===== src/msx_bus_cfg.svh =====
`ifndef MSX_BUS_CFG_SVH
`define MSX_BUS_CFG_SVH

// CPU bus widths
`define MSX_ADDR_W          16
`define MSX_DATA_W          8

// memory mapper geometry
`define MAPPER_PAGE_W       8
`define MEM_ADDR_W          22

// I/O ports and special memory locations
`define PPI_PORT            8'hA8
`define MAPPER_PORT_HI      6'b111111
`define SUBSLOT_REG_ADDR    16'hFFFF

// sub-slot of primary slot 0 holding the mapper RAM
`define MAPPER_SUBSLOT      2'd3

// address demux latch pulse and prefetch, in clocks
`define DEMUX_TON           3
`define DEMUX_TP            1

// counter value at which external rd/wr open
`define ISO_DELAY           2

// mapper page registers after reset
`define MAPPER_RESET_0      8'd3
`define MAPPER_RESET_1      8'd2
`define MAPPER_RESET_2      8'd1
`define MAPPER_RESET_3      8'd0

`endif

===== src/msx_bus_pkg.sv =====
package msx_bus_pkg;

`include "msx_bus_cfg.svh"

    // bus byte and CPU address
    typedef logic [`MSX_DATA_W-1:0] data_t;
    typedef logic [`MSX_ADDR_W-1:0] addr_t;

    // slot or sub-slot number for one 16 KB page
    typedef logic [1:0] page_sel_t;

    // ------------------------------------------------------------
    // slot register layout
    // ------------------------------------------------------------
    // the CPU writes the register as one byte, while the decoder
    // reads it back as four 2-bit page fields
    typedef union packed {
        data_t              raw;
        page_sel_t [3:0]    page;
    } slot_sel_u;

endpackage


===== src/msx_bus_bridge.sv =====
`timescale 1ns/1ps

`include "msx_bus_cfg.svh"

module msx_bus_bridge (
    input  logic                        clk_108m,
    input  logic                        bus_reset_n,

    // CPU side
    input  msx_bus_pkg::addr_t          cpu_addr,
    input  logic                        cpu_mreq_n,
    input  logic                        cpu_iorq_n,
    input  logic                        cpu_rd_n,
    input  logic                        cpu_wr_n,
    input  logic                        cpu_m1_n,
    input  msx_bus_pkg::data_t          cpu_dout,
    input  logic                        update_addr,
    input  logic                        data_reverse,
    output msx_bus_pkg::data_t          cpu_din,

    // external cartridge bus
    input  msx_bus_pkg::data_t          ext_data_in,
    output msx_bus_pkg::data_t          ext_data_out,
    output logic                        ext_data_oe,
    output logic                        ext_mreq_n,
    output logic                        ext_iorq_n,
    output logic                        ext_rd_n,
    output logic                        ext_wr_n,
    output logic [1:0]                  msel,
    output msx_bus_pkg::data_t          mp,

    // mapper memory port
    output logic [`MEM_ADDR_W-1:0]      mem_addr,
    output logic                        mem_read,
    output logic                        mem_write,
    input  msx_bus_pkg::data_t          mem_rdata
);

    import msx_bus_pkg::*;

    logic       slot0_sel;
    page_sel_t  sub_slot;
    logic       exp_read;
    data_t      exp_value;
    logic       mapper_sel;
    logic       int_access;

    // ------------------------------------------------------------
    // slot selection
    // ------------------------------------------------------------
    slot_regs u_slot_regs (
        .clk_108m    (clk_108m),
        .bus_reset_n (bus_reset_n),
        .cpu_addr    (cpu_addr),
        .cpu_mreq_n  (cpu_mreq_n),
        .cpu_iorq_n  (cpu_iorq_n),
        .cpu_rd_n    (cpu_rd_n),
        .cpu_wr_n    (cpu_wr_n),
        .cpu_m1_n    (cpu_m1_n),
        .cpu_dout    (cpu_dout),
        .slot0_sel   (slot0_sel),
        .sub_slot    (sub_slot),
        .exp_read    (exp_read),
        .exp_value   (exp_value)
    );

    memory_mapper u_memory_mapper (
        .clk_108m    (clk_108m),
        .bus_reset_n (bus_reset_n),
        .cpu_addr    (cpu_addr),
        .cpu_mreq_n  (cpu_mreq_n),
        .cpu_iorq_n  (cpu_iorq_n),
        .cpu_rd_n    (cpu_rd_n),
        .cpu_wr_n    (cpu_wr_n),
        .cpu_m1_n    (cpu_m1_n),
        .cpu_dout    (cpu_dout),
        .slot0_sel   (slot0_sel),
        .sub_slot    (sub_slot),
        .mapper_sel  (mapper_sel),
        .mem_addr    (mem_addr),
        .mem_read    (mem_read),
        .mem_write   (mem_write)
    );

    slot_decoder u_slot_decoder (
        .cpu_mreq_n   (cpu_mreq_n),
        .cpu_rd_n     (cpu_rd_n),
        .cpu_wr_n     (cpu_wr_n),
        .cpu_dout     (cpu_dout),
        .data_reverse (data_reverse),
        .slot0_sel    (slot0_sel),
        .exp_read     (exp_read),
        .exp_value    (exp_value),
        .mapper_sel   (mapper_sel),
        .mem_rdata    (mem_rdata),
        .ext_data_in  (ext_data_in),
        .cpu_din      (cpu_din),
        .int_access   (int_access),
        .ext_data_out (ext_data_out),
        .ext_data_oe  (ext_data_oe)
    );

    // ------------------------------------------------------------
    // external bus timing
    // ------------------------------------------------------------
    addr_demux u_addr_demux (
        .clk_108m    (clk_108m),
        .bus_reset_n (bus_reset_n),
        .cpu_addr    (cpu_addr),
        .update_addr (update_addr),
        .msel        (msel),
        .mp          (mp)
    );

    strobe_isolation u_strobe_isolation (
        .clk_108m    (clk_108m),
        .bus_reset_n (bus_reset_n),
        .cpu_mreq_n  (cpu_mreq_n),
        .cpu_iorq_n  (cpu_iorq_n),
        .cpu_rd_n    (cpu_rd_n),
        .cpu_wr_n    (cpu_wr_n),
        .int_access  (int_access),
        .ext_mreq_n  (ext_mreq_n),
        .ext_iorq_n  (ext_iorq_n),
        .ext_rd_n    (ext_rd_n),
        .ext_wr_n    (ext_wr_n)
    );

endmodule


===== src/strobe_isolation.sv =====
`timescale 1ns/1ps

`include "msx_bus_cfg.svh"

module strobe_isolation (
    input  logic clk_108m,
    input  logic bus_reset_n,
    input  logic cpu_mreq_n,
    input  logic cpu_iorq_n,
    input  logic cpu_rd_n,
    input  logic cpu_wr_n,
    input  logic int_access,
    output logic ext_mreq_n,
    output logic ext_iorq_n,
    output logic ext_rd_n,
    output logic ext_wr_n
);

    localparam logic [1:0] ST_IDLE   = 2'd0;
    localparam logic [1:0] ST_ACTIVE = 2'd1;
    localparam logic [1:0] ST_WAIT   = 2'd2;

    logic [1:0] state;
    logic [2:0] cnt;
    logic       rd_open_n;
    logic       wr_open_n;

    // strobes fall late but rise together with the CPU
    assign ext_rd_n   = cpu_rd_n || rd_open_n || int_access;
    assign ext_wr_n   = cpu_wr_n || wr_open_n || int_access;
    assign ext_mreq_n = cpu_mreq_n || int_access;
    assign ext_iorq_n = cpu_iorq_n;

    always_ff @(posedge clk_108m or negedge bus_reset_n) begin
        if (!bus_reset_n) begin
            state     <= ST_IDLE;
            cnt       <= '0;
            rd_open_n <= 1'b1;
            wr_open_n <= 1'b1;
        end else begin
            case (state)
                ST_IDLE: begin
                    cnt       <= '0;
                    rd_open_n <= 1'b1;
                    wr_open_n <= 1'b1;
                    if (!cpu_rd_n || !cpu_wr_n) begin
                        state <= ST_ACTIVE;
                    end
                end
                ST_ACTIVE: begin
                    if (cnt == 3'(`ISO_DELAY)) begin
                        rd_open_n <= cpu_rd_n;
                        wr_open_n <= cpu_wr_n;
                        state     <= ST_WAIT;
                    end else begin
                        cnt <= cnt + 3'd1;
                    end
                end
                ST_WAIT: begin
                    if (cpu_rd_n && cpu_wr_n) begin
                        rd_open_n <= 1'b1;
                        wr_open_n <= 1'b1;
                        state     <= ST_IDLE;
                    end
                end
                default: state <= ST_IDLE;
            endcase
        end
    end

    a_no_ext_mreq_internal: assert property (@(posedge clk_108m) disable iff (!bus_reset_n)
        int_access |-> ext_mreq_n);

    // a read reaches the cartridge only after the full isolation delay
    a_rd_delay: assert property (@(posedge clk_108m) disable iff (!bus_reset_n)
        $fell(ext_rd_n) |-> $past(!cpu_rd_n, `ISO_DELAY + 2));

endmodule


===== src/addr_demux.sv =====
`timescale 1ns/1ps

`include "msx_bus_cfg.svh"

module addr_demux (
    input  logic                clk_108m,
    input  logic                bus_reset_n,
    input  msx_bus_pkg::addr_t  cpu_addr,
    input  logic                update_addr,
    output logic [1:0]          msel,
    output msx_bus_pkg::data_t  mp
);

    localparam logic [1:0] ST_IDLE   = 2'd0;
    localparam logic [1:0] ST_LATCH  = 2'd1;
    localparam logic [1:0] ST_FINISH = 2'd2;

    // counter values at which each edge of the sequence happens
    localparam logic [3:0] T_HI_ON  = 4'd1;
    localparam logic [3:0] T_HI_OFF = T_HI_ON + 4'(`DEMUX_TON);
    localparam logic [3:0] T_SWAP   = T_HI_OFF + 4'(`DEMUX_TP);
    localparam logic [3:0] T_LO_ON  = T_SWAP + 4'(`DEMUX_TP);
    localparam logic [3:0] T_LO_OFF = T_LO_ON + 4'(`DEMUX_TON);

    logic [1:0] state;
    logic [3:0] cnt;
    logic       low_byte;

    assign mp = low_byte ? cpu_addr[7:0] : cpu_addr[15:8];

    // ------------------------------------------------------------
    // latch sequencer
    // ------------------------------------------------------------
    always_ff @(posedge clk_108m or negedge bus_reset_n) begin
        if (!bus_reset_n) begin
            state    <= ST_IDLE;
            cnt      <= '0;
            low_byte <= 1'b0;
            msel     <= 2'b00;
        end else begin
            case (state)
                ST_IDLE: begin
                    cnt      <= '0;
                    low_byte <= 1'b0;
                    msel     <= 2'b00;
                    if (update_addr) begin
                        state <= ST_LATCH;
                    end
                end
                ST_LATCH: begin
                    cnt <= cnt + 4'd1;
                    if (cnt == T_HI_ON) begin
                        msel[1] <= 1'b1;
                    end
                    if (cnt == T_HI_OFF) begin
                        msel[1] <= 1'b0;
                    end
                    // give the low byte a clock to settle before its latch
                    if (cnt == T_SWAP) begin
                        low_byte <= 1'b1;
                    end
                    if (cnt == T_LO_ON) begin
                        msel[0] <= 1'b1;
                    end
                    if (cnt == T_LO_OFF) begin
                        msel  <= 2'b00;
                        state <= ST_FINISH;
                    end
                end
                ST_FINISH: begin
                    // one sequence per address update
                    if (!update_addr) begin
                        state <= ST_IDLE;
                    end
                end
                default: state <= ST_IDLE;
            endcase
        end
    end

    a_msel_exclusive: assert property (@(posedge clk_108m) disable iff (!bus_reset_n)
        !(msel[1] && msel[0]));

    a_hi_latch_width: assert property (@(posedge clk_108m) disable iff (!bus_reset_n)
        $rose(msel[1]) |-> msel[1] [*`DEMUX_TON] ##1 !msel[1]);

endmodule


===== src/memory_mapper.sv =====
`timescale 1ns/1ps

`include "msx_bus_cfg.svh"

module memory_mapper (
    input  logic                    clk_108m,
    input  logic                    bus_reset_n,
    input  msx_bus_pkg::addr_t      cpu_addr,
    input  logic                    cpu_mreq_n,
    input  logic                    cpu_iorq_n,
    input  logic                    cpu_rd_n,
    input  logic                    cpu_wr_n,
    input  logic                    cpu_m1_n,
    input  msx_bus_pkg::data_t      cpu_dout,
    input  logic                    slot0_sel,
    input  msx_bus_pkg::page_sel_t  sub_slot,
    output logic                    mapper_sel,
    output logic [`MEM_ADDR_W-1:0]  mem_addr,
    output logic                    mem_read,
    output logic                    mem_write
);

    localparam int OFS_W = `MEM_ADDR_W - `MAPPER_PAGE_W;

    logic [`MAPPER_PAGE_W-1:0] page_reg [4];
    logic                      reg_wr;

    // I/O writes to FC..FFh pick the page by the low two address bits
    assign reg_wr = !cpu_iorq_n && cpu_m1_n && !cpu_wr_n
                    && (cpu_addr[7:2] == `MAPPER_PORT_HI);

    always_ff @(posedge clk_108m or negedge bus_reset_n) begin
        if (!bus_reset_n) begin
            page_reg[0] <= `MAPPER_RESET_0;
            page_reg[1] <= `MAPPER_RESET_1;
            page_reg[2] <= `MAPPER_RESET_2;
            page_reg[3] <= `MAPPER_RESET_3;
        end else if (reg_wr) begin
            page_reg[cpu_addr[1:0]] <= cpu_dout;
        end
    end

    // FFFFh belongs to the expander, not to the RAM behind it
    assign mapper_sel = slot0_sel && (sub_slot == `MAPPER_SUBSLOT)
                        && (cpu_addr != `SUBSLOT_REG_ADDR);

    // segment number on top of the 16 KB offset
    assign mem_addr = {page_reg[cpu_addr[15:14]], cpu_addr[OFS_W-1:0]};

    assign mem_read  = mapper_sel && !cpu_mreq_n && !cpu_rd_n;
    assign mem_write = mapper_sel && !cpu_mreq_n && !cpu_wr_n;

endmodule


===== src/slot_decoder.sv =====
`timescale 1ns/1ps

module slot_decoder (
    input  logic                cpu_mreq_n,
    input  logic                cpu_rd_n,
    input  logic                cpu_wr_n,
    input  msx_bus_pkg::data_t  cpu_dout,
    input  logic                data_reverse,
    input  logic                slot0_sel,
    input  logic                exp_read,
    input  msx_bus_pkg::data_t  exp_value,
    input  logic                mapper_sel,
    input  msx_bus_pkg::data_t  mem_rdata,
    input  msx_bus_pkg::data_t  ext_data_in,
    output msx_bus_pkg::data_t  cpu_din,
    output logic                int_access,
    output msx_bus_pkg::data_t  ext_data_out,
    output logic                ext_data_oe
);

    logic slot0_rd;
    logic slot0_wr;

    // memory cycles that land in primary slot 0
    assign slot0_rd = !cpu_mreq_n && !cpu_rd_n && slot0_sel;
    assign slot0_wr = !cpu_mreq_n && !cpu_wr_n && slot0_sel;

    // slot 0 is served inside, never on the cartridge bus
    assign int_access = slot0_rd || slot0_wr;

    // ------------------------------------------------------------
    // read data back to the CPU
    // ------------------------------------------------------------
    always_comb begin
        if (slot0_rd && mapper_sel) begin
            cpu_din = mem_rdata;
        end else if (exp_read) begin
            cpu_din = exp_value;
        end else if (slot0_rd) begin
            // unpopulated sub-slots float high
            cpu_din = '1;
        end else begin
            cpu_din = ext_data_in;
        end
    end

    // ------------------------------------------------------------
    // external data bus
    // ------------------------------------------------------------
    // internal writes show FFh outside so cartridges see idle data
    assign ext_data_out = slot0_wr ? '1 : cpu_dout;
    assign ext_data_oe  = data_reverse || slot0_wr;

endmodule


===== src/slot_regs.sv =====
`timescale 1ns/1ps

`include "msx_bus_cfg.svh"

module slot_regs (
    input  logic                    clk_108m,
    input  logic                    bus_reset_n,
    input  msx_bus_pkg::addr_t      cpu_addr,
    input  logic                    cpu_mreq_n,
    input  logic                    cpu_iorq_n,
    input  logic                    cpu_rd_n,
    input  logic                    cpu_wr_n,
    input  logic                    cpu_m1_n,
    input  msx_bus_pkg::data_t      cpu_dout,
    output logic                    slot0_sel,
    output msx_bus_pkg::page_sel_t  sub_slot,
    output logic                    exp_read,
    output msx_bus_pkg::data_t      exp_value
);

    import msx_bus_pkg::*;

    slot_sel_u  pri_slot_reg;
    slot_sel_u  exp_slot_reg;
    page_sel_t  cur_page;
    logic       ppi_wr;
    logic       exp_wr;
    logic       at_ffff;

    assign cur_page = cpu_addr[15:14];
    assign at_ffff  = (cpu_addr == `SUBSLOT_REG_ADDR);

    // primary slot of the page being accessed is 0
    assign slot0_sel = (pri_slot_reg.page[cur_page] == 2'd0);
    assign sub_slot  = exp_slot_reg.page[cur_page];

    // ------------------------------------------------------------
    // register write decode
    // ------------------------------------------------------------
    // I/O write to port A8h with m1 inactive
    assign ppi_wr = (cpu_addr[7:0] == `PPI_PORT) && !cpu_iorq_n && cpu_m1_n && !cpu_wr_n;

    // FFFFh only counts as the expander when slot 0 owns page 3
    assign exp_wr   = !cpu_mreq_n && !cpu_wr_n && at_ffff && slot0_sel;
    assign exp_read = !cpu_mreq_n && !cpu_rd_n && at_ffff && slot0_sel;

    // expanded register reads back inverted, as on real hardware
    assign exp_value = ~exp_slot_reg.raw;

    always_ff @(posedge clk_108m or negedge bus_reset_n) begin
        if (!bus_reset_n) begin
            pri_slot_reg <= '0;
        end else if (ppi_wr) begin
            pri_slot_reg.raw <= cpu_dout;
        end
    end

    always_ff @(posedge clk_108m or negedge bus_reset_n) begin
        if (!bus_reset_n) begin
            exp_slot_reg <= '0;
        end else if (exp_wr) begin
            exp_slot_reg.raw <= cpu_dout;
        end
    end

endmodule


===== config.mk =====
export PLATFORM = sky130hd
export DESIGN_NAME = msx_bus_bridge
export DESIGN_NICKNAME = d
export VERILOG_FILES = /design/src/msx_bus_pkg.sv /design/src/msx_bus_bridge.sv /design/src/strobe_isolation.sv /design/src/addr_demux.sv /design/src/memory_mapper.sv /design/src/slot_decoder.sv /design/src/slot_regs.sv
export VERILOG_INCLUDE_DIRS = /design/src /design/src/src
export SDC_FILE = /design/constraint.sdc
export NUM_CORES = 1
export LEC_CHECK = 0
export BUFFER_PORTS_ARGS = -buffer_cell sky130_fd_sc_hd__buf_2
export CORE_MARGIN = 3
export CORE_UTILIZATION = 45
export DETAILED_ROUTE_END_ITERATION = 8
export PLACE_DENSITY = 0.71
export SETUP_SLACK_MARGIN = 0.5
export SYNTH_ARGS = -nofsm -noshare
export SYNTH_HDL_FRONTEND = slang
export SYNTH_SLANG_ARGS = --single-unit

===== constraint.sdc =====
create_clock -name clk_108m -period 6 [get_ports clk_108m]
set_clock_uncertainty 0.05 [all_clocks]
set_input_delay 1.5 -clock clk_108m [delete_from_list [all_inputs] [get_ports clk_108m]]
set_output_delay 1.5 -clock clk_108m [all_outputs]
set_load 0.05 [all_outputs]

# Yosys cells after proc, flatten, opt, wreduce, memory -nomap -nowiden
# Cells that the tools add are included.
# totals
ff_bits,64
input_bits,49
out_inout_bits,55
word_cells,134
# op_classes
n_addsub,2
order_cmp,4
n_eq_ne,25
muxes,38
n_bitwise,3
reduce_logical,47
# ops
op,count
two-way mux 8 bit,8
bitwise mux 32 bit,1
logical AND 1 bit,22
two-way mux 2 bit,9
binary-select mux 8 bit (select 2 bit),1
demux 8 bit (select 2 bit),1
== test 16 bit (second input constant),1
inequality test 16 bit (second input constant),1
== test 4 x 3 -> 1 bit (second input constant),3
case mux 2 bit (3 select lines),2
inequality test 2 x 1 -> 1 bit (second input constant),5
AND reduction 3 bit,3
binary-select mux 2 bit (select 2 bit),2
== test 8 bit (second input constant),1
logical OR 1 bit,8
NOT 8 bit,1
case mux 4 bit (2 select lines),1
AND reduction 2 bit,4
two-way mux 1 bit,7
== test 2 bit (second input constant),3
== test 6 bit (second input constant),1
greater-or-equal comparator 3 bit (second input constant),2
zero test 2 bit,3
inequality test 2 bit (second input constant),3
19 further kinds,26

# Longest topological paths before layout
# depth
word_depth,7
ltp_mapped,6

# By module
# From an unflattened synthesis, not the netlist that was laid out.
# unflattened
cells_unflattened,314
area_unflattened_um2,3746.1
# modules_own_cells
mod,instances,cells_per_inst,area_per_inst_um2,seq_area_each_um2
memory_mapper,1,107,1639.1,805.8
slot_regs,1,61,822.0,400.4
addr_demux,1,57,590.6,225.2
strobe_isolation,1,41,401.6,177.7
slot_decoder,1,48,292.8,0.0

# Worst setup path before layout
# OpenSTA, ideal clock, no wires.
# synth_timing
path_kind,input to output
start,in cpu_addr[14]
end,out cpu_din[0]
arrival_ps,3538
required_ps,4450
path_slack_ps,912
path_stages,5
path_cell_list,buf_2 > mux4_2 > o211ai_2 > o2bb2ai_1 > o21ai_0
# synth_via
elab_chain_len,7
word_cells_on_any_way,17
classes_between,eq/ne (3); mux (7); reduce/logical (7)
# synth_lines
element,line,rtl
"start, declared",msx_bus_bridge.sv:10,"input msx_bus_pkg::addr_t cpu_addr,"
binary-select mux 2 bit (select 2 bit) (on tied branches),"slot_regs.sv:34, slot_regs.sv:35",
two-way mux 2 bit (on tied branches),"slot_regs.sv:34, slot_regs.sv:35",
zero test 2 bit / == test 2 bit (equally long branches),--,
logical AND 1 bit (on tied branches),"slot_decoder.sv:25, memory_mapper.sv:44",
two-way mux 8 bit / logical AND 1 bit (equally long branches),"slot_decoder.sv:39, memory_mapper.sv:44",
two-way mux 8 bit / logical AND 1 bit (equally long branches),"slot_decoder.sv:37, slot_decoder.sv:35",
two-way mux 8 bit *,slot_decoder.sv:35,if (slot0_rd && mapper_sel) begin
"end, declared",msx_bus_bridge.sv:19,"output msx_bus_pkg::data_t cpu_din,"
# Mark *: on every way between the ends. The rest lies on a longest branch, timed or not. The select of a mux whose other input is x is not followed.

# Final worst setup path
# layout_timing
start,in cpu_addr[14]
end,out cpu_din[2]
# Same word-level chain as after synthesis.

==> results.md <==
Route:
- The routed via count is 2583.
- The detailed-routing wirelength on met1 is 3300 um.
- Wire segments on met3 add up to 475 um in the final route.
- The number of DRC violations after detailed-routing iteration 0 is 96.
- After detailed routing, no signal wire sits above met4.
- The detailed-route DRC error count is 0.
- The count of nets left with antenna violations once routing finished came out at 0.
- In the final routed layout, each cell accounts on average for 16.0 um.
- After detailed routing, the met2 layer carries 3930 um of wire.
- The number of detailed-route iterations in the first pass is 4.
- In the routed layout, each cell is associated on average with a via count of 5.30.
- The overall routed net length is 7810 um.

Place:
- After detailed placement, the total cell area comes to 3990 um^2.
- Input and output buffers added on the ports amount to 103.
- Including well taps, the total number of placed cells is 471.
- OpenSTA, run right after detailed placement, puts the worst setup slack at 1.13 ns.
- The HPWL reported at the end of detailed placement is 5740 um.
- The placer congestion estimate is 0.787.

Timing:
- The setup slack after layout is 1.16 ns.
- The worst path in the final design needs a cycle of 4.84 ns, including I/O delays and setup.
- The number of hold violations in the final report is 0.
- The accumulated negative setup slack is 0 ns.
- The count of endpoints failing setup in the final report is 0.
- For the pin with the worst max-slew slack, the measured transition is 0.806 ns.
- Setup repair after global routing left no endpoint under its margin.
- The maximum achievable frequency is 0.207 GHz.
- The fraction of the cycle the final worst path needs is 80.6%.
- The number of slew-limit violations in the final report is 0.
- The max-slew headroom at the worst pin is 46.3%.

Floorplan:
- During I/O placement, the number of pins put on the boundary was 104.
- The starting density of the core is 47.2%.
- The placeable core region is 7410 um^2.
- The die is 94.2 um tall.
- The overall die area is 8870 um^2.
- The horizontal extent of the die is 94.2 um.
- Row generation in the floorplan step produced 31 rows.

Pwr:
- The largest voltage drop on the vdd net is 0.120 mV.
- The analysis attributes to cell leakage a power of 2.08 nW.
- The power density over cell area is 335 nW/um^2.

Global routing:
- The via count of the first global-routing pass is 2501.
- The initial antenna violation count is 0.
- The total global routing overflow is 0.
- The first global-routing pass estimated 12500 um of wire.
- The largest net degree at the start of global routing is 65.
- Global routing used 18.3% of the available tracks.

Final layout:
- The number of flip-flops under the largest register name is 32.
- The final-stage net count is 438.
- The finished cells cover 4240 um^2.
- The number of antenna diodes in the final layout is 0.
- At the end of the flow the core is filled with cells to 57.3%.
- The post-route non-filler standard cell count is 487.
- The area growth from synthesis to layout is 21.3%.
- After filler insertion, the fill cell instance count of the layout stands at 632.
- The multi-input combinational cells in the finished layout cover a total of 1720 um^2.
- The share of cells above drive strength 1 is 52.3%.
- The area taken by flip-flops and latches is 1610 um^2.

Synthesis:
- The number of synthesized flops with an enable pin is 0.
- By area the synthesized netlist is led by dfrtp_1 41%, mux2_2 18%, mux4_2 6.4%, dfstp_2 4.5%, buf_4 3.2%.
- Synthesis handed over a netlist of 292 instances.
- The share of async-settable or async-resettable flops after synthesis is 100%.
- The mean instance size in the synthesized netlist is 12.0 um^2.
- The number of synthesis warnings is 0.
- In this run the biggest area consumer among cell types represents 41.5% of the synthesized area.
- The largest total area in the synthesized netlist belongs to dfrtp_1.
- The number of nets produced by synthesis is 347.
- Summing the sequential cell areas from Yosys gives 46.0% of the chip area.
- The cell area that synthesis handed to floorplanning was 3500 um^2.
- The number of flip-flops and latches in the synthesized netlist is 64.
- Among all cell types in the netlist, the one instantiated most often is dfrtp_1.
- The number of unique standard cell types used by synthesis is 45.
- By count the netlist is led by 58 x dfrtp_1, 56 x mux2_2, 23 x nand2_1.
- The predominant post-synthesis flop cell is dfrtp_1.

Setup path:
- Data arrives at the worst endpoint at 3.29 ns.
- The type of the worst setup path is primary input to output pin.
- Across all register-to-register paths, the minimum setup slack is 4.32 ns.
- STA classifies the critical path startpoint as a primary input.
- The worst endpoint required time is 4.45 ns.
- STA classifies the critical path endpoint as an output pin.
- The largest driver fanout on the critical path is 12.

Clock network:
- Counting every sink on the clock net gives 64.
- The clock transition at the registers of the reported paths is 0.07 ns.
- The number of buffers added to fix hold violations after cts is 0.
- The TritonCTS clock tree is yes.
- Clock latency on the worst-skew pair, taken at its later pin, is 0.35 ns.
- The number of clock buffers inserted by TritonCTS is 9.
- The clock tree synthesis step divided the H-tree into 3 levels.
- The post-cts gate resize count is 0.
- The post-CTS setup-driven buffer insertion count is 0.
- The cell at the root of the clock tree is clkbuf_8.
- The maximum number of buffers from clock root to sink is 2.

Job:
- Max-cap violations in this run came to 0.

Min path:
- In this run the worst hold path is classified as register to register.

Status:
- The flow ran to the end, and the final reports show no timing, DRC or antenna violations.
[cells by family after synthesis]
group / Yosys count / share of synthesized area (%)
compound gates: 43 / 7.98
mux: 67 / 24.7
flops: 64 / 46.0
buf+inv: 29 / 4.97
simple gates: 83 / 14.2
fa+ha+maj: 6 / 2.15
[power breakdown]
group	internal [mW]	leakage (nW)	switching, mW
Combinational	0.140	1.11	0.261
Sequential	0.484	0.847	0.0666
Clock	0.289	0.123	0.179
[final cells by class]
class / instances / area share, %
clock buffer: 10 / 3.24
clock inverter: 6 / 2.71
inverter: 5 / 0.442
multi-input combinational: 199 / 40.4
sequential: 64 / 37.9
tap: 99 / 2.92
timing repair buffer: 104 / 12.3
[per-stage QoR]
step,total power [mW],hold WS [ns]
4_1_cts,1.43,0.461
2_1_floorplan,0.861,0.425
6_report,1.42,0.455
3_5_place_dp,0.962,0.442
5_1_grt,1.50,0.469
3_3_place_gp,0.951,0.432
[path summary, 6_finish.rpt]
kind                                               from  cells past startpoint                      endpoint
setup / recovery                           cpu_addr[14]                      7                    cpu_din[2]
hold / removal             u_memory_mapper.page_reg[12]                      1  u_memory_mapper.page_reg[12]
setup reg to reg            u_slot_regs.pri_slot_reg[6]                      4   u_slot_regs.exp_slot_reg[3]
hold reg to reg            u_memory_mapper.page_reg[12]                      1  u_memory_mapper.page_reg[12]
max in group asynchronous                   bus_reset_n                      2   u_strobe_isolation.state[1]
min in group asynchronous                   bus_reset_n                      2   u_slot_regs.exp_slot_reg[0]
[critical path, cell delays in order]
cell and delay, ns:
buf_2 0.32, nand4_1 0.13, or3_4 0.38, o211ai_2 0.38, o2bb2ai_1 0.12, o21ai_0 0.15, buf_2 0.29
[layout by cell type, fill, tap and decap left out, types with 6 or more instances in the layout]
cell	instances
nand2b_1	12
ha_1	6
dfrtp_1	58
mux4_2	10
nor2_1	16
nand2_1	23
o21ai_0	19
buf_2	103
mux2_2	56
o2bb2ai_1	8
clkbuf_8	10
dfstp_2	6
[per-layer routing]
| layer | vias up | GRT usage, % |
|---|---|---|
| li1 | 1221 | - |
| met3 | 9 | 5.05 |
| met1 | 1271 | 22.1 |
| met2 | 82 | 31.4 |
| met4 | 0 | 6.14 |
| met5 | - | 0 |
No activity file was read; power rests on OpenSTA's default activity.
